`src/hw/line_window_settings.svh`:
```
`ifndef LINE_WINDOW_SETTINGS_SVH
`define LINE_WINDOW_SETTINGS_SVH

// Pixel width in bits
`define LW_PIX_W 8

// Pixels per line in a deliberately short frame
`define LW_LINE_DEPTH 8

// Current line plus sixteen buffered lines make one column
`define LW_ROWS 17

// Reciprocal of the row count in 16-bit fixed point (65536/17)
`define LW_RECIP 3855

// Column sum width that holds 17 * 255
`define LW_SUM_W 13

`endif
```
`src/hw/line_window_pkg.sv`:
```
`default_nettype none

`include "line_window_settings.svh"

package line_window_pkg;

    // One pixel of the raster stream
    typedef logic [`LW_PIX_W-1:0] pixel_t;

    // Sum over one full column
    typedef logic [`LW_SUM_W-1:0] col_sum_t;

    // Column taps where index k is the pixel k lines back
    typedef pixel_t tap_array_t [`LW_ROWS];

endpackage

`default_nettype wire

```
`src/hw/column_filter_top.sv`:
```
`default_nettype none
`timescale 1ns/10ps

`include "line_window_settings.svh"

module column_filter_top
    import line_window_pkg::*;
#(
    parameter int DEPTH = `LW_LINE_DEPTH
) (
    input  wire    clk,
    input  wire    rst,
    input  pixel_t data_i,
    input  wire    done_i,
    output pixel_t pixel_o,
    output logic   done_o
);

    tap_array_t taps;
    logic       taps_done;
    col_sum_t   col_sum;
    logic       sum_done;

    // Line buffers forming the 17-row column
    window_prep #(
        .DEPTH (DEPTH)
    ) u_window_prep (
        .clk    (clk),
        .rst    (rst),
        .data_i (data_i),
        .done_i (done_i),
        .taps_o (taps),
        .done_o (taps_done)
    );

    // Five cycles of adder tree
    column_adder u_column_adder (
        .clk    (clk),
        .rst    (rst),
        .taps_i (taps),
        .done_i (taps_done),
        .sum_o  (col_sum),
        .done_o (sum_done)
    );

    column_scale u_column_scale (
        .clk     (clk),
        .rst     (rst),
        .sum_i   (col_sum),
        .done_i  (sum_done),
        .pixel_o (pixel_o),
        .done_o  (done_o)
    );

endmodule

`default_nettype wire

```
`src/hw/column_scale.sv`:
```
`default_nettype none
`timescale 1ns/10ps

`include "line_window_settings.svh"

module column_scale
    import line_window_pkg::*;
(
    input  wire      clk,
    input  wire      rst,
    input  col_sum_t sum_i,
    input  wire      done_i,
    output pixel_t   pixel_o,
    output logic     done_o
);

    localparam int RECIP_W = $clog2(`LW_RECIP + 1);
    localparam int PROD_W  = `LW_SUM_W + RECIP_W;
    localparam int SHIFT   = 16;
    localparam int OUT_HI  = SHIFT + `LW_PIX_W - 1;

    localparam logic [RECIP_W-1:0] RECIP = RECIP_W'(`LW_RECIP);

    logic [PROD_W-1:0] product;
    pixel_t            pixel_q;
    logic              done_q;

    // Multiply by 1/17 in fixed point and take the integer byte
    assign product = sum_i * RECIP;

    always_ff @(posedge clk or posedge rst) begin
        if (rst) begin
            pixel_q <= '0;
            done_q  <= 1'b0;
        end else begin
            pixel_q <= product[OUT_HI:SHIFT];
            done_q  <= done_i;
        end
    end

    assign pixel_o = pixel_q;
    assign done_o  = done_q;

    // Holds only while the incoming sum stays within one column of full pixels
    a_no_overflow : assert property (
        @(posedge clk) disable iff (rst)
        product[PROD_W-1:OUT_HI+1] == '0
    );

endmodule

`default_nettype wire

```
`src/hw/column_adder.sv`:
```
`default_nettype none
`timescale 1ns/10ps

`include "line_window_settings.svh"

module column_adder
    import line_window_pkg::*;
(
    input  wire        clk,
    input  wire        rst,
    input  tap_array_t taps_i,
    input  wire        done_i,
    output col_sum_t   sum_o,
    output logic       done_o
);

    // Operand count at each level of the tree
    localparam int N0 = `LW_ROWS;
    localparam int N1 = (N0 + 1) / 2;
    localparam int N2 = (N1 + 1) / 2;
    localparam int N3 = (N2 + 1) / 2;
    localparam int N4 = (N3 + 1) / 2;
    localparam int LEVELS = 5;

    localparam col_sum_t MAX_SUM = col_sum_t'(`LW_ROWS * ((1 << `LW_PIX_W) - 1));

    col_sum_t lvl1 [N1];
    col_sum_t lvl2 [N2];
    col_sum_t lvl3 [N3];
    col_sum_t lvl4 [N4];
    col_sum_t sum_q;

    logic [LEVELS-1:0] done_sr;

    always_ff @(posedge clk or posedge rst) begin
        if (rst) begin
            for (int i = 0; i < N1; i++) begin
                lvl1[i] <= '0;
            end
            for (int i = 0; i < N2; i++) begin
                lvl2[i] <= '0;
            end
            for (int i = 0; i < N3; i++) begin
                lvl3[i] <= '0;
            end
            for (int i = 0; i < N4; i++) begin
                lvl4[i] <= '0;
            end
            sum_q <= '0;
        end else begin
            // Widen the pixels on the way into the first level
            for (int i = 0; i < N1; i++) begin
                if (2 * i + 1 < N0) begin
                    lvl1[i] <= col_sum_t'(taps_i[2*i]) + col_sum_t'(taps_i[2*i+1]);
                end else begin
                    lvl1[i] <= col_sum_t'(taps_i[2*i]);   // Odd tap passes through
                end
            end
            for (int i = 0; i < N2; i++) begin
                if (2 * i + 1 < N1) begin
                    lvl2[i] <= lvl1[2*i] + lvl1[2*i+1];
                end else begin
                    lvl2[i] <= lvl1[2*i];
                end
            end
            for (int i = 0; i < N3; i++) begin
                if (2 * i + 1 < N2) begin
                    lvl3[i] <= lvl2[2*i] + lvl2[2*i+1];
                end else begin
                    lvl3[i] <= lvl2[2*i];
                end
            end
            for (int i = 0; i < N4; i++) begin
                if (2 * i + 1 < N3) begin
                    lvl4[i] <= lvl3[2*i] + lvl3[2*i+1];
                end else begin
                    lvl4[i] <= lvl3[2*i];
                end
            end
            sum_q <= lvl4[0] + lvl4[1];
        end
    end

    // Done rides alongside the tree
    always_ff @(posedge clk or posedge rst) begin
        if (rst) begin
            done_sr <= '0;
        end else begin
            done_sr <= {done_sr[LEVELS-2:0], done_i};
        end
    end

    assign sum_o  = sum_q;
    assign done_o = done_sr[LEVELS-1];

    // A larger sum means the tree dropped or doubled an operand
    a_sum_range : assert property (
        @(posedge clk) disable iff (rst)
        sum_o <= MAX_SUM
    );

endmodule

`default_nettype wire

```
`src/hw/window_prep.sv`:
```
`default_nettype none
`timescale 1ns/10ps

`include "line_window_settings.svh"

module window_prep
    import line_window_pkg::*;
#(
    parameter int DEPTH = `LW_LINE_DEPTH
) (
    input  wire        clk,
    input  wire        rst,
    input  pixel_t     data_i,
    input  wire        done_i,
    output tap_array_t taps_o,
    output logic       done_o
);

    localparam int CNT_W   = $clog2(DEPTH + 1);
    localparam int N_LINES = `LW_ROWS - 1;

    logic [CNT_W-1:0] ext_cnt;
    logic             done_ext;
    logic             chain_done_in;

    tap_array_t       chain_data;
    logic [N_LINES:0] chain_done;

    // Stretch done so it covers the flush of a full line plus one
    always_ff @(posedge clk or posedge rst) begin
        if (rst) begin
            ext_cnt  <= '0;
            done_ext <= 1'b0;
        end else if (done_i) begin
            ext_cnt  <= '0;            // Restart on a new pulse
            done_ext <= 1'b1;
        end else if (done_ext && ext_cnt < DEPTH) begin
            ext_cnt  <= ext_cnt + 1'b1;
            done_ext <= 1'b1;
        end else begin
            ext_cnt  <= '0;
            done_ext <= 1'b0;
        end
    end

    assign chain_done_in = done_i | done_ext;

    // Head of the chain is the live pixel
    assign chain_data[0] = data_i;
    assign chain_done[0] = chain_done_in;

    for (genvar i = 0; i < N_LINES; i++) begin : gen_lines
        line_buffer #(
            .DEPTH (DEPTH)
        ) u_line_buffer (
            .clk    (clk),
            .rst    (rst),
            .data_i (chain_data[i]),
            .done_i (chain_done[i]),
            .data_o (chain_data[i+1]),
            .done_o (chain_done[i+1])
        );
    end

    assign taps_o = chain_data;
    assign done_o = chain_done[N_LINES];   // Last line flushed

    a_cnt_bound : assert property (
        @(posedge clk) disable iff (rst)
        ext_cnt <= CNT_W'(DEPTH)
    );

endmodule

`default_nettype wire

```
`src/hw/line_buffer.sv`:
```
`default_nettype none
`timescale 1ns/10ps

`include "line_window_settings.svh"

module line_buffer
    import line_window_pkg::*;
#(
    parameter int DEPTH = `LW_LINE_DEPTH
) (
    input  wire    clk,
    input  wire    rst,
    input  pixel_t data_i,
    input  wire    done_i,
    output pixel_t data_o,
    output logic   done_o
);

    pixel_t             data_sr [DEPTH];
    logic   [DEPTH-1:0] done_sr;

    // One line of delay with the done flag travelling beside the pixels
    always_ff @(posedge clk or posedge rst) begin
        if (rst) begin
            for (int i = 0; i < DEPTH; i++) begin
                data_sr[i] <= '0;
            end
            done_sr <= '0;
        end else begin
            data_sr[0] <= data_i;
            for (int i = 1; i < DEPTH; i++) begin
                data_sr[i] <= data_sr[i-1];
            end
            done_sr <= {done_sr[DEPTH-2:0], done_i};
        end
    end

    assign data_o = data_sr[DEPTH-1];
    assign done_o = done_sr[DEPTH-1];

    // An X on done here would spread down the chain to done_o at the top
    a_done_known : assert property (
        @(posedge clk) disable iff (rst)
        !$isunknown(done_o)
    );

endmodule

`default_nettype wire

```
`config.mk`:
```
export PLATFORM = sky130hd
export DESIGN_NAME = column_filter_top
export DESIGN_NICKNAME = d
export VERILOG_FILES = /design/src/hw/line_window_pkg.sv /design/src/hw/column_filter_top.sv /design/src/hw/column_scale.sv /design/src/hw/column_adder.sv /design/src/hw/window_prep.sv /design/src/hw/line_buffer.sv
export VERILOG_INCLUDE_DIRS = /design/src /design/src/hw
export SDC_FILE = /design/constraint.sdc
export NUM_CORES = 2
export LEC_CHECK = 0
export BUFFER_PORTS_ARGS = -buffer_cell sky130_fd_sc_hd__buf_4
export CAP_MARGIN = 40
export CORE_UTILIZATION = 57
export CTS_BUF_LIST = sky130_fd_sc_hd__clkbuf_16
export CTS_CLUSTER_DIAMETER = 30
export DETAILED_ROUTE_END_ITERATION = 6
export GPL_TIMING_DRIVEN = 0
export PLACE_DENSITY = 0.73
export SLEW_MARGIN = 20
export SYNTH_ARGS = -nofsm -noshare
export SYNTH_HDL_FRONTEND = slang
export SYNTH_SLANG_ARGS = --single-unit
```
`constraint.sdc`:
```
create_clock -name clk -period 77.1 [get_ports clk]
set_clock_uncertainty 0.2 [all_clocks]
set_input_delay 7.71 -clock clk [delete_from_list [all_inputs] [get_ports clk]]
set_output_delay 7.71 -clock clk [all_outputs]
set_load 0.02 [all_outputs]
```
==> results_dict.tcl <==
set metrics [dict create \
    ys_seq_area_share_pct 81.4 \
    post_cts_buffers 0 \
    rsz0062_at_grt "false" \
    ant_nets 0 \
    clkTransAtPathRegs_ps 70 \
    ys.flop_type "dfrtp_1" \
    synth_enable_flop_cells 0 \
    cts_resized 0 \
    cap_violations 0 \
    postSynthAreaPerCell_sq_um 18.0 \
    cp.arrival_ps 10180 \
    htreeDepth 4 \
    cts_root_buf "clkbuf_16" \
    critPathMaxFanout 120 \
    place_congestion 0.818 \
    hold_path_class "reg -> reg" \
    clock_path_buffers 3 \
    hold_ws_ps 127 \
    ys_ff_latch 1362 \
    tightest_slew_ps 594 \
    synth_cell_types 53 \
    num_vias 18100 \
    initial_core_util_pct 57.5 \
    drtPass1Iterations 6 \
    grt_start_max_net_pins 121 \
    synth-async-reset-ratio_pct 100 \
    dieWidth_microns 273 \
    die_y_microns 273 \
    grt_pass1_vias 21600 \
    grt_pass1_wl_microns 115000 \
    finalSetupTns_ps 0 \
    status "completed" \
    drc 0 \
    critPathKind "in -> async" \
    synth_area_sq_um 41900 \
    min_period_ps 9560 \
    min_period_over_period_pct 12.4 \
    area_delta_synth_final_pct 18.2 \
    dieArea_sq_um 74500 \
    io_pins 20 \
    grt_overflow_total 0 \
    portBuffers 19 \
    max_freq_mhz 105 \
    dpl.cell_count 3311 \
    drive_above_1_share_pct 12.0 \
    wirelength_microns 69200 \
    slew_headroom_pct 59.4 \
    finalHoldViolCount 0 \
    post-dp-hpwl_microns 36200 \
    coreArea_sq_um 72800 \
    setup_viol 0 \
    syn-num-nets 2597 \
    fin_nets 2799 \
    cts_tree "built" \
    drt-initial-drc-count 1062 \
    rows 99 \
    grt_use_total_pct 20.2 \
    cts_buffers 168 \
    post-place-ws_ps 66710 \
    clk_latency_ps 740 \
    post_drt_wl_per_cell_microns 19.1 \
    num_antenna_cells 0 \
    cts_hold_buf 0 \
    start_kind "input pin" \
    yosysWarnings 0 \
    cts.sinks 1362 \
    required_ps 77720 \
    antenna_found_initial 0 \
    ir_worst_vdd_uv 101 \
    nFillCells 4433 \
    slew_violations 0 \
    synth_cells 2320 \
    p_leak_nw 25.1 \
    fin_ws_ps 67540 \
    layout.cells.non_filler 3624 \
    end_kind "asynchronous set/reset pin" \
    vias_per_cell 5.01 \
    p_per_area_nw_per_um2 46.0 \
]
## synthesized netlist by cell type (3+ instances only)
cell,number,area share (%)
a21oi_1,51,0.61
o21a_1,12,0.22
a21o_1,33,0.59
nor2b_1,32,0.48
nand2_1,37,0.33
dfrtp_1,1362,81
nor3_1,29,0.35
a21boi_1,6,0.11
nand3b_1,3,0.054
and2_1,3,0.045
or2_2,3,0.045
nand2b_1,14,0.21
ha_1,204,6.1
or3_1,7,0.10
o41ai_1,9,0.19
xor2_1,27,0.56
xnor2_1,86,1.8
nor2_1,72,0.65
a211oi_1,7,0.13
a21boi_0,6,0.11
and3_1,4,0.060
inv_1,158,1.4
fa_1,62,3.0
o21ai_1,8,0.096
o21ai_0,40,0.48
o211ai_1,6,0.11
nand3_1,4,0.048
o21bai_1,3,0.054
## layout by cell type, fill, tap and decap left out, drive strengths merged, types with 3 or more instances in the layout
| cell type | count |
|---|---|
| a211oi | 7 |
| a21boi | 12 |
| a21o | 33 |
| a21oi | 51 |
| a31o | 3 |
| and2 | 3 |
| and3 | 4 |
| buf | 32 |
| bufinv | 24 |
| clkbuf | 170 |
| clkinv | 55 |
| clkinvlp | 26 |
| dfrtp | 1362 |
| fa | 62 |
| ha | 204 |
| inv | 196 |
| nand2 | 37 |
| nand2b | 14 |
| nand3 | 4 |
| nand3b | 3 |
| nor2 | 72 |
| nor2b | 32 |
| nor3 | 29 |
| o211ai | 8 |
| o21a | 12 |
| o21ai | 48 |
| o21bai | 3 |
| o41ai | 9 |
| or2 | 3 |
| or3 | 7 |
| xnor2 | 86 |
| xor2 | 27 |
## registers in the layout, indices dropped and copies added (netlist names)
signal                                         cells
u_column_adder.done_sr                             5
u_column_adder.lvl3                               30
u_column_adder.lvl2                               48
u_column_scale.pixel_o                             8
u_column_scale.done_o                              1
u_column_adder.lvl1                               80
u_window_prep.done_ext                             1
u_window_prep.gen_lines.u_line_buffer.done_sr    128
u_window_prep.ext_cnt                              4
u_column_adder.lvl4                               20
u_column_adder.sum_o                              13
u_window_prep.gen_lines.u_line_buffer.data_sr    896
u_window_prep.gen_lines.u_line_buffer.data_o     128
## power breakdown
| group | leakage [nW] | internal (W) | switching, W |
|---|---|---|---|
| Clock | 2.84 | 0.000491 | 0.000314 |
| Sequential | 17.6 | 0.000750 | 0.0000205 |
| Combinational | 4.58 | 0.000292 | 0.000406 |
| Total | 25.1 | 0.00153 | 0.000741 |
## cell families (layout without fill, tap and decap cells)
family / count (synthesis) / in the layout / share of synthesized area (%)
flops: 1362 / 1362 / 81.4
fa+ha+maj: 266 / 266 / 9.06
simple gates: 214 / 214 / 2.48
compound gates: 207 / 207 / 3.27
buf+inv: 158 / 503 / 1.42
xor+xnor: 113 / 113 / 2.36
## routing by layer
layer | track usage [%] | up-vias | routed length, microns | part of all wire (%)
li1 | - | 7984 | - | -
met1 | 24.8 | 9711 | 28100 | 41
met2 | 35.6 | 306 | 37300 | 54
met3 | 4.31 | 142 | 2350 | 3.4
met4 | 6.94 | 0 | 1550 | 2.2
met5 | 0 | - | 0 | 0
## through the flow
step	cell area (sq um)	power [W]	utilization [%]
after floorplan	41900	0.00130	-
after global placement	43200	0.00145	59.3
after detailed placement	43600	0.00148	59.8
after CTS	49500	0.00231	67.9
after global routing	49500	0.00244	67.9
final	49500	0.00227	67.9
## path summary, 6_finish.rpt
kind	startpoint	to	slack (ps)	depth (start not counted)
max in group clk	u_column_scale.pixel_o[6]	pixel_o[6]	67950	1
min in group asynchronous	rst	asynchronous set/reset pin	6790	2
min reg2reg	flip-flop	flip-flop	130	0
max reg2reg	u_column_adder.sum_o[3]	u_column_scale.pixel_o[2]	71790	16
min	flip-flop	flip-flop	130	0
max	rst	asynchronous set/reset pin	67540	6
## critical path, stage by stage
cell and delay [ps]:
buf_4 130, inv_8 300, buf_16 410, buf_16 470, buf_16 440, buf_16 460
## area by class of cell
type,count,area [sq um],share of cell area (%)
flip-flops and latches,1362,34100,68.9
multi-input cells,800,7190,14.5
clock buffers,170,4250,8.60
clock inverters,143,1640,3.32
well taps,959,1200,2.43
inverters,158,601,1.21
repair buffers,32,500,1.01
(Power assumes the default switching activity.)
